File: config.mk
export PLATFORM = sky130hd
export DESIGN_NAME = memoryMap
export DESIGN_NICKNAME = d
export VERILOG_FILES = /design/src/common/cpuPkg.sv /design/src/design/memoryMap.sv
export SDC_FILE = /design/constraint.sdc
export NUM_CORES = 1
export LEC_CHECK = 0
export ABC_AREA = 1
export BUFFER_PORTS_ARGS = -buffer_cell sky130_fd_sc_hd__buf_2
export CAP_MARGIN = 0
export CORE_AREA = 2 2 102 104
export CTS_CLUSTER_DIAMETER = 150
export DETAILED_ROUTE_END_ITERATION = 7
export DIE_AREA = 0 0 104 106
export PLACE_DENSITY = 0.75
export SLEW_MARGIN = 40
export SYNTH_ARGS = -nofsm -noshare
export SYNTH_HDL_FRONTEND = slang
export SYNTH_SLANG_ARGS = --single-unit
File: constraint.sdc
create_clock -name clk -period 5.8 [get_ports clk]
set_clock_uncertainty 0.15 [all_clocks]
set_input_delay 1.16 -clock clk [delete_from_list [all_inputs] [get_ports clk]]
set_output_delay 1.16 -clock clk [all_outputs]
set_load 0.05 [all_outputs]
File: src/common/cpuPkg.sv
package cpuPkg;

    typedef logic [31:0] word_t;      // Data, address or instruction word
    typedef logic [3:0]  regIndex_t;
    typedef logic [11:0] imm_t;       // Signed immediate field
    typedef logic [3:0]  aluOp_t;     // Taken straight from the instruction

    typedef struct packed {
        logic      immType;          // Set for (X op imm) + Y
        logic      store;
        logic      deref;
        regIndex_t regZ;
        regIndex_t regX;
        regIndex_t regY;
        aluOp_t    op;
        imm_t      imm;
        logic      illegal;
        logic      branch;
    } decodedInsn_t;

    typedef struct packed {
        logic  valid;
        logic  write;
        word_t addr;
        word_t wdata;
    } memRequest_t;

    typedef enum logic [2:0] {
        FETCH,
        DECODE,
        EXECUTE,
        MEMORY,
        WRITEBACK,
        HALTED
    } cpuPhase_t;

    localparam word_t     RESET_VECTOR   = 32'h0000_0000;
    localparam regIndex_t REG_ZERO       = 4'd0;
    localparam regIndex_t REG_PC         = 4'd15;
    localparam int        DATA_WORDS     = 256;
    localparam int        DATA_ADDR_BITS = $clog2(DATA_WORDS);
    localparam word_t     IO_ADDR        = 32'h0000_1000;

    // ALU codes with 4 and 15 reserved
    localparam aluOp_t OP_OR   = 4'd0;
    localparam aluOp_t OP_AND  = 4'd1;
    localparam aluOp_t OP_ADD  = 4'd2;
    localparam aluOp_t OP_MUL  = 4'd3;
    localparam aluOp_t OP_SHL  = 4'd5;
    localparam aluOp_t OP_LT   = 4'd6;
    localparam aluOp_t OP_EQ   = 4'd7;
    localparam aluOp_t OP_GT   = 4'd8;
    localparam aluOp_t OP_ANDN = 4'd9;
    localparam aluOp_t OP_XOR  = 4'd10;
    localparam aluOp_t OP_SUB  = 4'd11;
    localparam aluOp_t OP_XNOR = 4'd12;
    localparam aluOp_t OP_SHR  = 4'd13;
    localparam aluOp_t OP_NE   = 4'd14;

endpackage

File: src/design/memoryMap.sv
`timescale 1ns/1ps

module memoryMap import cpuPkg::*; (
    input  logic        clk,
    input  logic        reset_n,
    input  memRequest_t request,
    output word_t       loadData,
    output logic        ramEnable,
    output logic        ramWrite,
    output word_t       ramAddr,
    output word_t       ramWriteData,
    input  word_t       ramReadData,
    input  word_t       ioIn,
    output word_t       ioData,
    output logic        ioValid
);

    logic  isRam;
    logic  isIo;
    logic  ioWrite;
    logic  isRead;
    logic  loadFromRam;     // Source of the pending load
    logic  loadFromIo;
    word_t ioSample;

    assign isRam   = request.addr < DATA_WORDS;
    assign isIo    = request.addr == IO_ADDR;
    assign isRead  = request.valid && !request.write;
    assign ioWrite = request.valid && request.write && isIo;

    assign ramEnable    = request.valid && isRam;
    assign ramWrite     = request.valid && request.write && isRam;
    assign ramAddr      = request.addr;
    assign ramWriteData = request.wdata;

    always_ff @(posedge clk) begin
        if (!reset_n) begin
            ioData      <= '0;
            ioValid     <= 1'b0;
            loadFromRam <= 1'b0;
            loadFromIo  <= 1'b0;
        end else begin
            ioValid <= ioWrite;             // One-cycle strobe
            if (ioWrite) begin
                ioData <= request.wdata;
            end
            if (isRead) begin
                loadFromRam <= isRam;
                loadFromIo  <= isIo;
            end
        end
    end

    always_ff @(posedge clk) begin
        if (isRead && isIo) begin
            ioSample <= ioIn;
        end
    end

    // Unmapped reads fall through to zero
    always_comb begin
        if (loadFromRam) begin
            loadData = ramReadData;
        end else if (loadFromIo) begin
            loadData = ioSample;
        end else begin
            loadData = '0;
        end
    end

endmodule

# [After elaboration in Yosys (flattened, before gate mapping)]
# Index checks and enable logic that the tools add are counted.
[totals] wordCells=16 out_inout_bits=131 inputBits=132 ff_bits=67
[op_classes] n_reduce_logical=7 n_eq_ne=1 n_mux=2 magnitude_cmp=1
[ops] op="32-bit two-way mux" n=2
[ops] op="32-bit by 13-bit equality test with 1-bit output (second input constant)" n=1
[ops] op="32-bit by 9-bit less-than comparator with 1-bit output (second input constant)" n=1
[ops] op="1-bit logical AND" n=6
[ops] op="1-bit zero test" n=1

# [Longest topological paths before layout]
[depth] ltp_word=3 ltp_mapped=10 ltp_nobuf=9

# [Least setup slack after synthesis]
# OpenSTA, ideal clock, no wires.
[synth_path] path_type="input-to-output" startpoint="input request[53] (netlist bit)" endpoint="output ramWrite" arrival_ns=2.780 stages=5 n_path_buf=0 slack_ns=1.710 cell_sequence="nor2_1 > nand2_1 > nor2_4 > nand4_1 > nor3b_1"
[synth_via] elab_chain_cells=2
[synth_lines] element="start, declared" line_no="memoryMap.sv:6" rtl="input memRequest_t request,"
[synth_lines] element="32-bit by 9-bit less-than comparator with 1-bit output" line_no="memoryMap.sv:26" rtl="assign isRam = request.addr < DATA_WORDS;"
[synth_lines] element="1-bit logical AND" line_no="memoryMap.sv:32" rtl="assign ramWrite = request.valid && request.write && isRam;"
[synth_lines] element="end, declared" line_no="memoryMap.sv:9" rtl="output logic ramWrite,"
# Every way passes these cells.

# [Final worst setup path]
[layout_path] startpoint="input request[41] (netlist bit)" endpoint="output ramWrite"
# The elaborated chain is that of the path after synthesis.

==> summary.txt <==
Worst setup path
  • Max incr delay on CP: just over 0.3 ns
  • WP buf/inv: 2
  • Worst EP required: around 4.5 ns
  • Critical-path top delay cell: buf_2
  • Crit Path Max Fanout: 3
  • WP data arrival: 2.36 ns
  • WS Path Type: in2out
  • Crit-path most repeated cell: buf_2
  • Crit-path leading delay family: simple AND/OR/NAND/NOR gates
  • Critical Path Source Type: primary input
  • Setup crit end kind: output port
  • CP Cell Sequence: buf_2 > nor2_1 > nand2_1 > nor3_1 > nand4_1 > nor3b_1 > buf_2

Cells and area
  • Finished Layout Cells: slightly below 800
  • Final Util: 0.470
  • Synthesis-to-finish area growth: 28.1%
  • Share of post-route cells with drive strength above 1: 0.437
  • Diode count: 0
  • Final net count: 786

Clock network
  • CTS Buf Count: 9
  • CTS-repair resized insts: 0
  • Postcts setup bufs: 0
  • Clock Path Buffers: 2
  • Htree depth: 3
  • CTS tree: yes
  • CTS Sinks: 67
  • CTS clk-pin slew, worst paths: ~0.070 ns
  • Root buffer cell: clkbuf_8
  • Hold buffers post-CTS: 0
  • Clock Latency Late Sink: 0.33 ns

Power and ir drop
  • Power Total: 1.10 mW
  • Pint: 0.754 mW
  • Clock power share: 0.340
  • NetSw: approximately 0.35 mW
  • Sequential power share: 0.448
  • Max VDD drop: 0.132 mV
  • Sw frac: 0.317
  • Comb pwr share: 0.211
  • P_leak: ~2.6 nW
  • Pwr/cell area: roughly 230 nW/um^2

Global routing
  • Global-route wire length before repair: between 10,000 and 15,000 um
  • Gr ovfl total: 0
  • Initial antenna violation count: 0
  • Largest net degree at the start of global routing: 65
  • Vias in the first global route: a little over 3,000
  • Total GRT Usage: 0.167

Routing
  • Via-per-instance ratio: about 4.5
  • Vias: ~3,500
  • DRT Wirelength: ~9700 um
  • Drt drc: 0
  • Initial DRC count: approximately 250
  • DR WL/cell: 12.2 um
  • Post-route ant nets: 0
  • Detailed Routing Iterations Pass 1: 7

Synthesis
  • Post-synthesis compound-gate area fraction: 0.0491
  • Syn. warnings: 0
  • Synthesized area: 3670 um^2
  • Synth Area in Simple Gates: 0.283
  • Syn_nets: 603
  • Synth Area in XOR/XNOR: 0
  • Avg Cell Area, Syn: 7.79 um^2
  • Yosys reg bits: 67
  • Mapped Cells: roughly 470
  • Largest family of logic cells by synthesized area: simple AND/OR/NAND/NOR gates
  • Synth Area in Adders: 0
  • Register area share after synthesis: 0.453
  • Proportion of synthesized area in mux cells: 0
  • Synth unique cells: 23

Timing
  • Fmax achieved: between 200 and 300 MHz
  • Final setup viols: 0
  • Slew Viols, Final: 0
  • Post-route setup TNS: 0 ns
  • Unrepaired setup endpoints after global routing: no
  • Worst Max-Slew Pin Slew: between 0.7 and 0.8 ns
  • Hold_ws: about 0.33 ns
  • Minimum clock period: 3.67 ns
  • Final period util: 0.633
  • Hold Vio Cnt, Final: 0
  • Worst slew margin: 0.511

Worst hold path
  • Min-Delay Path Class: reg2reg

Floorplan
  • Die height: 106 um
  • Initial Util: 0.367
  • Area of the core: between 9000 and 10,000 um^2
  • Die X: approximately 100 um
  • # IOs: 263
  • Full die area: ~11,000 um^2
  • Row cnt: 37

Placement
  • Placed insts: 779
  • HPWL Detailed: 7330 um
  • IO buf count: 262
  • Routability congestion estimate: 0.868

Outcome
  • Status: completed

Run
  • Max Cap Violations: 0
[per-stage QoR]
step | setup WS, ns | instance area [um^2]
2_1_floorplan | 1.71 | 3670
6_report | 2.13 | 4700
3_5_place_dp | 2.12 | 4520
5_1_grt | 1.97 | 4700
4_1_cts | 2.11 | 4700
3_3_place_gp | 2.14 | 4510
[final cells by class]
class / instances / area, um^2
timing repair buffer: 263 / 1320
tap: 136 / 170
multi-input combinational: 275 / 1220
clock inverter: 5 / 53.8
inverter: 38 / 145
clock buffer: 11 / 131
sequential: 67 / 1660
fill: 1045 / 5300
[routing by layer]
metal,vias to the layer above,routed length (um),track usage
li1,1808,-,-
met4,0,77,0.0463
met1,1553,4180,0.209
met3,8,846,0.0521
met5,-,0,0
met2,173,4620,0.281
[cell usage in the layout (no fill, tap or decap), types with 2 or more instances in the layout]
| cell | n |
|---|---|
| nor2_4 | 3 |
| edfxtp_1 | 32 |
| clkbuf_8 | 9 |
| inv_1 | 35 |
| clkinv_2 | 3 |
| nand2_1 | 109 |
| clkbuf_1 | 2 |
| buf_2 | 262 |
| nand3_1 | 64 |
| inv_2 | 2 |
| nor2_1 | 55 |
| a21oi_1 | 34 |
| o21ai_0 | 2 |
| dfxtp_1 | 34 |
[cells in the mapped netlist]
cell / count / area, um^2
nor2_8: 1 / 20.0
a21oi_1: 34 / 170
nor2_1: 55 / 206
clkbuf_1: 10 / 37.5
nor2_4: 3 / 33.8
dfxtp_1: 35 / 701
buf_6: 6 / 67.6
buf_4: 67 / 503
inv_2: 1 / 3.75
buf_1: 2 / 7.51
edfxtp_1: 32 / 961
nor2_2: 1 / 6.26
buf_2: 6 / 30.0
nor4_1: 1 / 6.26
nand2_4: 1 / 11.3
inv_1: 37 / 139
nand2_2: 1 / 6.26
nand2_1: 109 / 409
nor3b_1: 1 / 7.51
o21ai_0: 2 / 10.0
nand4_1: 1 / 6.26
nand3_1: 64 / 320
nor3_1: 1 / 5.00
[logic make-up (layout without fill, tap and decap cells)]
kind of cell / after synthesis / count (layout)
simple gates: 239 / 239
buf+inv: 129 / 317
compound gates: 36 / 36
flops: 67 / 67
[tightest hold or removal path, stage by stage, from the launching register on]
cell	delay (ns)
dfxtp_1	0.33
a21oi_1	0.04
nor2_1	0.08
[registers in the layout (all words and copies together), names as in the netlist]
signal,cells
ioSample,32
ioData,32
loadFromRam,1
loadFromIo,1
ioValid,1
[power by group through the flow]
stage               Combinational [mW]  Sequential [mW]  Clock [mW]
floorplan                        0.184            0.505           0
global placement                 0.232            0.505           0
detailed placement               0.234            0.506           0
CTS                              0.234            0.495       0.392
global route                     0.248            0.495       0.413
finish                           0.233            0.495       0.376
[final timing paths]
path | cells after the start | start | slack, ns | endpoint
max reg2reg | 2 | loadFromIo$_SDFFE_PN0P_ | 4.53 | loadFromIo$_SDFFE_PN0P_
min | 2 | ioData[31]$_SDFFE_PN0P_ | 0.33 | ioData[31]$_SDFFE_PN0P_
max | 7 | request[41] | 2.13 | ramWrite
min reg2reg | 2 | ioData[31]$_SDFFE_PN0P_ | 0.33 | ioData[31]$_SDFFE_PN0P_
Power figures use the tool's default switching activity.
