$ cat src/common/cpuPkg.sv
package cpuPkg;

    typedef logic [31:0] word_t;      // Data, address or instruction word
    typedef logic [3:0]  regIndex_t;
    typedef logic [11:0] imm_t;       // Signed immediate field
    typedef logic [3:0]  aluOp_t;     // Taken straight from the instruction

    typedef struct packed {
        logic      immType;          // Set for (X op imm) + Y
        logic      store;
        logic      deref;
        regIndex_t regZ;
        regIndex_t regX;
        regIndex_t regY;
        aluOp_t    op;
        imm_t      imm;
        logic      illegal;
        logic      branch;
    } decodedInsn_t;

    typedef struct packed {
        logic  valid;
        logic  write;
        word_t addr;
        word_t wdata;
    } memRequest_t;

    typedef enum logic [2:0] {
        FETCH,
        DECODE,
        EXECUTE,
        MEMORY,
        WRITEBACK,
        HALTED
    } cpuPhase_t;

    localparam word_t     RESET_VECTOR   = 32'h0000_0000;
    localparam regIndex_t REG_ZERO       = 4'd0;
    localparam regIndex_t REG_PC         = 4'd15;
    localparam int        DATA_WORDS     = 256;
    localparam int        DATA_ADDR_BITS = $clog2(DATA_WORDS);
    localparam word_t     IO_ADDR        = 32'h0000_1000;

    // ALU codes with 4 and 15 reserved
    localparam aluOp_t OP_OR   = 4'd0;
    localparam aluOp_t OP_AND  = 4'd1;
    localparam aluOp_t OP_ADD  = 4'd2;
    localparam aluOp_t OP_MUL  = 4'd3;
    localparam aluOp_t OP_SHL  = 4'd5;
    localparam aluOp_t OP_LT   = 4'd6;
    localparam aluOp_t OP_EQ   = 4'd7;
    localparam aluOp_t OP_GT   = 4'd8;
    localparam aluOp_t OP_ANDN = 4'd9;
    localparam aluOp_t OP_XOR  = 4'd10;
    localparam aluOp_t OP_SUB  = 4'd11;
    localparam aluOp_t OP_XNOR = 4'd12;
    localparam aluOp_t OP_SHR  = 4'd13;
    localparam aluOp_t OP_NE   = 4'd14;

endpackage

$ cat src/design/core/decoder.sv
`timescale 1ns/1ps

module decoder import cpuPkg::*; (
    input  word_t        insn,
    output decodedInsn_t decoded
);

    // Field positions follow the three-operand format
    assign decoded.immType = insn[30];
    assign decoded.store   = insn[29];
    assign decoded.deref   = insn[28];
    assign decoded.regZ    = insn[27:24];
    assign decoded.regX    = insn[23:20];
    assign decoded.regY    = insn[19:16];
    assign decoded.op      = insn[15:12];
    assign decoded.imm     = insn[11:0];

    // All-ones word is the halt pattern
    assign decoded.illegal = &insn;

    // A register write to the PC is a jump
    assign decoded.branch  = (insn[27:24] == REG_PC) && !insn[29];

endmodule

$ cat src/design/core/regFile.sv
`timescale 1ns/1ps

module regFile import cpuPkg::*; (
    input  logic      clk,
    input  logic      reset_n,
    input  logic      writeEnable,
    input  regIndex_t readX,
    input  regIndex_t readY,
    input  regIndex_t readZ,
    input  regIndex_t writeIndex,
    input  word_t     writeData,
    input  word_t     pcValue,
    output word_t     valueX,
    output word_t     valueY,
    output word_t     valueZ
);

    word_t regs [REG_ZERO + 1 : REG_PC - 1];   // Only 1..14 have storage

    function automatic word_t readReg(regIndex_t index, word_t pc);
        if (index == REG_ZERO) begin
            return '0;
        end
        if (index == REG_PC) begin
            return pc + 1;                      // Address of next instruction
        end
        return regs[index];
    endfunction

    always_comb begin
        valueX = readReg(readX, pcValue);
        valueY = readReg(readY, pcValue);
        valueZ = readReg(readZ, pcValue);
    end

    always_ff @(posedge clk) begin
        if (!reset_n) begin
            for (int i = REG_ZERO + 1; i < REG_PC; i++) begin
                regs[i] <= '0;
            end
        end else if (writeEnable && writeIndex != REG_ZERO && writeIndex != REG_PC) begin
            regs[writeIndex] <= writeData;
        end
    end

endmodule

$ cat src/design/core/executeUnit.sv
`timescale 1ns/1ps

module executeUnit import cpuPkg::*; (
    input  logic         clk,
    input  logic         reset_n,
    input  logic         enable,
    input  decodedInsn_t decoded,
    input  word_t        valueX,
    input  word_t        valueY,
    output word_t        result
);

    word_t immExt;
    word_t operandB;
    word_t addend;
    word_t opResult;

    assign immExt   = {{($bits(word_t) - $bits(imm_t)){decoded.imm[11]}}, decoded.imm};
    assign operandB = decoded.immType ? immExt : valueY;   // Second ALU input
    assign addend   = decoded.immType ? valueY : immExt;   // Added after the op

    always_comb begin
        case (decoded.op)
            OP_OR:   opResult = valueX | operandB;
            OP_AND:  opResult = valueX & operandB;
            OP_ADD:  opResult = valueX + operandB;
            OP_MUL:  opResult = valueX * operandB;
            OP_SHL:  opResult = valueX << operandB;
            OP_LT:   opResult = {32{$signed(valueX) < $signed(operandB)}};
            OP_EQ:   opResult = {32{valueX == operandB}};
            OP_GT:   opResult = {32{$signed(valueX) > $signed(operandB)}};
            OP_ANDN: opResult = valueX & ~operandB;
            OP_XOR:  opResult = valueX ^ operandB;
            OP_SUB:  opResult = valueX - operandB;
            OP_XNOR: opResult = valueX ^~ operandB;
            OP_SHR:  opResult = valueX >> operandB;             // Logical shift
            OP_NE:   opResult = {32{valueX != operandB}};
            default: opResult = '0;                             // Reserved codes
        endcase
    end

    always_ff @(posedge clk) begin
        if (!reset_n) begin
            result <= '0;
        end else if (enable) begin
            result <= opResult + addend;
        end
    end

endmodule

$ cat src/design/core/cpuCore.sv
`timescale 1ns/1ps

module cpuCore import cpuPkg::*; (
    input  logic        clk,
    input  logic        reset_n,
    input  logic        run,
    output word_t       instrAddr,
    input  word_t       instrData,
    output memRequest_t memRequest,
    input  word_t       loadData,
    output logic        halted
);

    cpuPhase_t    phase;
    word_t        instrReg;
    word_t        currentInsn;
    decodedInsn_t decoded;
    word_t        valueX;
    word_t        valueY;
    word_t        valueZ;
    word_t        result;
    word_t        writeValue;
    logic         regWrite;
    logic         memAccess;

    // Fetched word is decoded live in DECODE so an illegal word halts at once
    assign currentInsn = (phase == DECODE) ? instrData : instrReg;

    assign memAccess  = decoded.store || decoded.deref;
    assign writeValue = decoded.deref ? loadData : result;
    assign regWrite   = run && (phase == WRITEBACK) && !decoded.store;
    assign halted     = (phase == HALTED);

    decoder decode (
        .insn    (currentInsn),
        .decoded (decoded)
    );

    regFile regs (
        .clk         (clk),
        .reset_n     (reset_n),
        .writeEnable (regWrite),
        .readX       (decoded.regX),
        .readY       (decoded.regY),
        .readZ       (decoded.regZ),
        .writeIndex  (decoded.regZ),
        .writeData   (writeValue),
        .pcValue     (instrAddr),
        .valueX      (valueX),
        .valueY      (valueY),
        .valueZ      (valueZ)
    );

    executeUnit exec (
        .clk     (clk),
        .reset_n (reset_n),
        .enable  (run && phase == EXECUTE),
        .decoded (decoded),
        .valueX  (valueX),
        .valueY  (valueY),
        .result  (result)
    );

    // Phase sequencer and program counter
    always_ff @(posedge clk) begin
        if (!reset_n) begin
            phase     <= FETCH;
            instrAddr <= RESET_VECTOR;
        end else if (run) begin
            case (phase)
                FETCH:     phase <= DECODE;
                DECODE:    phase <= decoded.illegal ? HALTED : EXECUTE;
                EXECUTE:   phase <= MEMORY;
                MEMORY:    phase <= WRITEBACK;
                WRITEBACK: begin
                    instrAddr <= decoded.branch ? writeValue : instrAddr + 1;
                    phase     <= FETCH;
                end
                HALTED:    phase <= HALTED;     // Left only by reset
                default:   phase <= FETCH;
            endcase
        end
    end

    always_ff @(posedge clk) begin
        if (run && phase == DECODE) begin
            instrReg <= instrData;
        end
    end

    // Store with deref writes Z to [result], without deref writes result to [Z]
    always_comb begin
        memRequest.valid = run && (phase == MEMORY) && memAccess;
        memRequest.write = decoded.store;
        memRequest.addr  = (decoded.store && !decoded.deref) ? valueZ : result;
        memRequest.wdata = decoded.deref ? valueZ : result;
    end

endmodule

$ cat config.mk
export PLATFORM = sky130hd
export DESIGN_NAME = cpuCore
export DESIGN_NICKNAME = d
export VERILOG_FILES = /design/src/common/cpuPkg.sv /design/src/design/core/decoder.sv /design/src/design/core/regFile.sv /design/src/design/core/executeUnit.sv /design/src/design/core/cpuCore.sv
export SDC_FILE = /design/constraint.sdc
export NUM_CORES = 2
export LEC_CHECK = 0
export CORE_MARGIN = 2
export CORE_UTILIZATION = 40
export CTS_BUF_LIST = sky130_fd_sc_hd__clkbuf_8 sky130_fd_sc_hd__clkbuf_16
export DETAILED_ROUTE_END_ITERATION = 12
export DONT_BUFFER_PORTS = 1
export PLACE_DENSITY = 0.65
export SKIP_CTS_REPAIR_TIMING = 1
export SLEW_MARGIN = 30
export SYNTH_ARGS = -nofsm -noshare
export SYNTH_HDL_FRONTEND = slang
export SYNTH_SLANG_ARGS = --single-unit
$ cat constraint.sdc
create_clock -name clk -period 18.26 [get_ports clk]
set_input_delay 0.913 -clock clk [delete_from_list [all_inputs] [get_ports clk]]
set_output_delay 0.913 -clock clk [all_outputs]
set_load 0.01 [all_outputs]
After elaboration in Yosys (flattened, before gate mapping)
Memories as Yosys holds them, arrays and structs flattened.
Index checks and enable logic that the tools add are counted.
Widths: inputs -> output; s select.
- register bits: 99
- bits in writable memories: 448
- input bits: 67
- memories: 1
- add/sub/neg operators: 4
- multipliers: 1
- magnitude comparators: 2
- eq/ne operators: 24
- shift operators: 2
- muxes and demuxes: 38
- bitwise logic cells: 6
- reduce and logical (&&, ||, !) cells: 22
- memories (memory ; words ; width ; read ports ; clocked after Yosys merged registers in ; wr ports ; RTL line ; RTL):
    regs.regs ; 14 ; 32 ; 3 ; 0 ; 14 ; regFile.sv:18 ; word_t regs [REG_ZERO + 1 : REG_PC - 1];
- operators by type and width (operator ; number):
    $mux 32 ; 20
    $pmux 32 s14 ; 1
    $add 32x32->32 ; 2
    $and 32x32->32 ; 2
    $eq 4x4->1 const B ; 10
    $add 32x1->32 const B ; 1
    $eq 32x32->1 ; 1
    $gt 32x32->1 ; 1
    $lt 32x32->1 ; 1
    $mul 32x32->32 ; 1
    $ne 32x32->1 ; 1
    $not 32->32 ; 1
    $or 32x32->32 ; 1
    $reduce_and 32->1 ; 1
    $reduce_or 32->1 ; 1
    $shl 32x32->32 ; 1
    $shr 32x32->32 ; 1
    $sub 32x32->32 ; 1
    $xnor 32x32->32 ; 1
    $xor 32x32->32 ; 1
    $logic_not 4->1 ; 4
    $pmux 3 s5 ; 1
    $mux 1 ; 14
    $eq 4x3->1 const B ; 3
    other kinds (14) ; 27

Logic depth before layout (Yosys ltp)
- depth after elaboration: 12
- mapped depth: 59

Cells and area by module
Synthesis repeated with hierarchy kept, for this count alone.
- cells, all modules: 6447
- area total of the unflattened synthesis: 63667.3 µm²
- modules (own cells, without submodules) (module ; instances ; cells an instance ; area an instance (µm²) ; seq. area each (µm²)):
    regFile ; 1 ; 2331 ; 31544.0 ; 14984.4
    executeUnit ; 1 ; 3495 ; 27101.0 ; 640.6
    cpuCore ; 1 ; 578 ; 4717.0 ; 1661.6
    decoder ; 1 ; 43 ; 305.3 ; 0.0

Worst setup path before layout
OpenSTA, ideal clock, no wires.
- path kind: input -> register
- start point: input port instrData[16]
- end point: register exec.result[31]
- arrival: 12.823 ns
- data required time: 18.190 ns
- slack: 5.367 ns
- stages on the path: 57
- buffers on the path: 10
- path through: buf_2 and4bb_2 a21o_1 buf_6 buf_4 clkbuf_1 buf_2 nand3_1 a31oi_1 o22ai_1 o31a_1 buf_2 inv_1 buf_1 clkbuf_1 buf_1 clkbuf_1 nor2_1 [21 not listed] o21ai_0 a311o_1 or4_1 ha_1 nor3_1 o21ai_0 a41oi_1 o311ai_0 a31o_2 a21oi_1 o22ai_1 or4_1 a31o_2 a21oi_1 xnor2_1 a21oi_1 nand3b_1 a21boi_1
- word-level cells in the longest chain between the ends: 11
- ends and longest elaborated chain (element ; RTL line ; RTL):
    from (decl) ; cpuCore.sv:8 ; input word_t instrData,
    $mux 32 * ; cpuCore.sv:27 ; assign currentInsn = (phase == DECODE) ? instrData : instrReg;
    branches (longest 4 deep; another with $mem_v2 14x32) ; n/a ;
    $mux 32 * ; regFile.sv:24 ; if (index == REG_PC) begin
    branches (longest 4 deep; another with $mul 32x32->32) ; n/a ;
    $add 32x32->32 * ; executeUnit.sv:46 ; result <= opResult + addend;
    to (signal assigned) ; executeUnit.sv:46 ;
    to (decl) ; executeUnit.sv:10 ; output word_t result
Mark *: on every way between the ends. The select of a mux whose other input is x is not followed.
A chain may end at the register's enable or synchronous reset.

Final worst setup path
- start point: register phase[0]
- end point: register exec.result[31]
- word-level cells in the longest chain between the ends: 12
- ends and longest elaborated chain (element ; RTL line ; RTL):
    from (decl) ; cpuCore.sv:14 ; cpuPhase_t phase;
    from (signal assigned) ; cpuCore.sv:72 ; DECODE: phase <= decoded.illegal ? HALTED : EXECUTE;
    branches (longest 12 deep; another with $mem_v2 14x32) ; n/a ;
Several ways; the timed one is not identified. The select of a mux whose other input is x is not followed.

==> run_results.csv <==
group,metric,value,unit
sta,fin_setup_tns,0,ps
worst_setup_path,crit_path_end_kind,"register",
worst_setup_path,max_stage_delay,990,ps
place,place.gp.congestion,1.05,
drt,drt_iter0_markers,10900,
worst_setup_path,path_max_fanout,48,
layout,n_fill_cell,16200,
global_route,grt_pass1_wl,470,mm
global_route,antenna_found_initial,28,
synthesis,syn_inst,8023,
sta,max_freq,64.7,MHz
clocking,clk_pin_slew,70,ps
sta,slew_violations,0,
synthesis,ys_warn_count,0,
drt,wl_per_cell,33.5,microns
clocking,cts_tree,"built",
drt,num_vias,67100,
hold_path,hold_depth,0,
worst_setup_path,worstPathRequired,18900,ps
place,port_buffers,0,
worst_setup_path,slowest_stage,"clkinv_1",
worst_setup_path,startpoint_type,"register",
drt,drt_wl_total,335,mm
clocking,cts_sinks,611,
synthesis,synth_cell_types,116,
synthesis,syn-cell-area,65100,sq um
hold_path,worstHoldPathType,"input port to register",
floorplan,die_w,407,microns
layout,layout-area-overhead-vs-synth,7.93,%
synthesis,synth_flop_cell,"edfxtp_1",
drt,drc_errors,0,
clocking,ctsHtreeMaxLevel,3,
global_route,grt_max_degree,162,
synthesis,synth_edf_count,544,
worst_setup_path,r2r_end,"exec.result[31]",
floorplan,start_util,0.401,
sta,hold_viol,0,
clocking,numCtsBuffers,68,
sta,skew,33.3,ps
sta,setup_viol,0,
synthesis,ys_seq_elements,611,
sta,fin_crit_sh,0.846,
sta,slew_headroom,0.206,
layout,post-route-util,0.433,
drt,dr.pass1.iters,7,
job,drv_cap,0,
layout,stdcell_area,70200,sq um
synthesis,ys_seq_area_frac,0.272,
drt,drt-vias-per-instance,6.69,
clocking,clock_latency,710,ps
worst_setup_path,crit_type,"register to register",
drt,ant_nets,0,
global_route,grt_pass1_vias,64400,
status,outcome,"finished, final reports clean",
floorplan,core_area,162000,sq um
clocking,clk_path_buf_depth,3,
floorplan,dieArea,166000,sq um
sta,finalCriticalPeriod,15460,ps
place,dp_hpwl,228,mm
global_route,grt_usage,0.391,
sta,rsz0062_at_grt,"no",
hold_path,min_from,"instrData[13]",
floorplan,io_pins,166,
layout,final_common_cell,"nand2_1",
floorplan,rows,148,
clocking,root_buffer,"clkbuf_16",
worst_setup_path,r2r_cells,48,
floorplan,die_h,407,microns
synthesis,synthArstFlopShare,0,
sta,tightest_slew,1180,ps
layout,drive_above_1_share,0.0781,
layout,final_cell_mix,"1522 x nand2_1, 993 x nor2_1, 685 x inv_1",
place,place_area,67800,sq um
synthesis,synth.avg_cell_area,8.11,sq um
hold_path,hold_path_end,"instrReg[13]",
global_route,grt_overflow,0,
worst_setup_path,worst_ep_arrival_time,16100,ps
worst_setup_path,r2r_start,"phase[0]",
layout,final_nets,8493,
worst_setup_path,reg2reg_slack,2800,ps
-- critical path: cells and delay by family (launching register included) --
kind                       cells  cell delay, ps
DFF                            1             680
AOI/OAI and AO/OA             21            5570
and+or+nand+nor                7            2580
adders and majority gates     10            3880
buffers and inverters          8            2270
muxes                          1             170
xor gates and xnor gates       1             160
-- how the worst max path moves through the flow --
stage / startpoint / end / slack, ps / cells after the start
floorplan: instrData[16] / exec.result[31] / 5370 / 57
detailed placement: phase[1] / exec.result[31] / 3390 / 47
finish: phase[0] / exec.result[31] / 2800 / 48
global placement: phase[1] / exec.result[31] / 3580 / 47
CTS: phase[1] / exec.result[31] / 3350 / 47
global route: phase[1] / exec.result[31] / 2440 / 47
-- layout make-up --
| class | instances | area, sq um | share of cell area |
|---|---|---|---|
| clock inverters | 49 | 467 | 0.00664 |
| flip-flops and latches | 611 | 17700 | 0.252 |
| clock buffers | 77 | 1870 | 0.0266 |
| well taps | 2175 | 2720 | 0.0387 |
| diodes | 25 | 62.6 | 0.000891 |
| multi-input cells | 6124 | 42700 | 0.608 |
| repair buffers | 262 | 2090 | 0.0297 |
| inverters | 698 | 2620 | 0.0373 |
-- synth_stat cells, types with 23 or more instances --
master / n / share of area
mux2i_1: 296 / 0.046
buf_4: 32 / 0.0037
dfxtp_1: 67 / 0.021
nor2_1: 1001 / 0.058
fa_1: 411 / 0.13
nor3_1: 81 / 0.0062
o21ai_0: 198 / 0.015
and3_1: 42 / 0.0040
xor2_1: 44 / 0.0059
o2111ai_1: 23 / 0.0031
buf_1: 67 / 0.0039
o22ai_1: 37 / 0.0036
a21o_1: 36 / 0.0042
o211ai_1: 149 / 0.017
mux2_2: 53 / 0.0092
o21bai_1: 28 / 0.0032
a21boi_1: 33 / 0.0038
a21boi_0: 48 / 0.0055
a22oi_1: 23 / 0.0027
and2_1: 51 / 0.0049
ha_1: 250 / 0.048
a31oi_1: 106 / 0.010
a311oi_1: 156 / 0.021
nor4_1: 29 / 0.0028
o221ai_1: 48 / 0.0065
inv_1: 679 / 0.039
buf_6: 28 / 0.0048
nand4_1: 49 / 0.0047
a21oi_1: 251 / 0.019
edfxtp_1: 544 / 0.25
clkbuf_1: 404 / 0.023
nand2_1: 1553 / 0.090
buf_2: 122 / 0.0094
a211oi_1: 200 / 0.023
o21ai_1: 25 / 0.0019
nand3_1: 346 / 0.027
nand2b_1: 23 / 0.0022
xnor2_1: 115 / 0.015
-- stage by stage --
stage / hold WS [ps] / std cells / worst slack (ps)
floorplan: 442 / 8086 / 5370
global placement: 470 / 9868 / 3580
detailed placement: 486 / 9869 / 3390
CTS: 308 / 9995 / 3350
global route: 289 / 10000 / 2440
finish: 295 / 10000 / 2800
-- state kept, by name, summed over array words and instances, names as in the netlist --
register     cells
regs.regs      512
exec.result     32
instrAddr       32
instrReg        32
phase            3
-- logic make-up (layout without fill, tap and decap cells) --
kind of cell,Yosys count,count (layout),share of synthesized area
other,1,89,0.0000576
DFF,611,611,0.272
buffers and inverters,1351,1086,0.0853
and+or+nand+nor,3277,3277,0.211
AOI/OAI and AO/OA,1593,1593,0.175
adders and majority gates,661,661,0.175
muxes,361,361,0.0583
xor gates and xnor gates,168,168,0.0245
-- routing by layer --
metal / track usage / vias to the layer above / part of all wire
li1: - / 27200 / -
met1: 0.456 / 32300 / 0.34
met2: 0.571 / 5772 / 0.41
met3: 0.142 / 1776 / 0.15
met4: 0.325 / 20 / 0.11
met5: 0.000575 / - / 0.00045
Power is not shown: default switching activity piles up to over one toggle a cycle in this logic, so the estimate is an artifact.
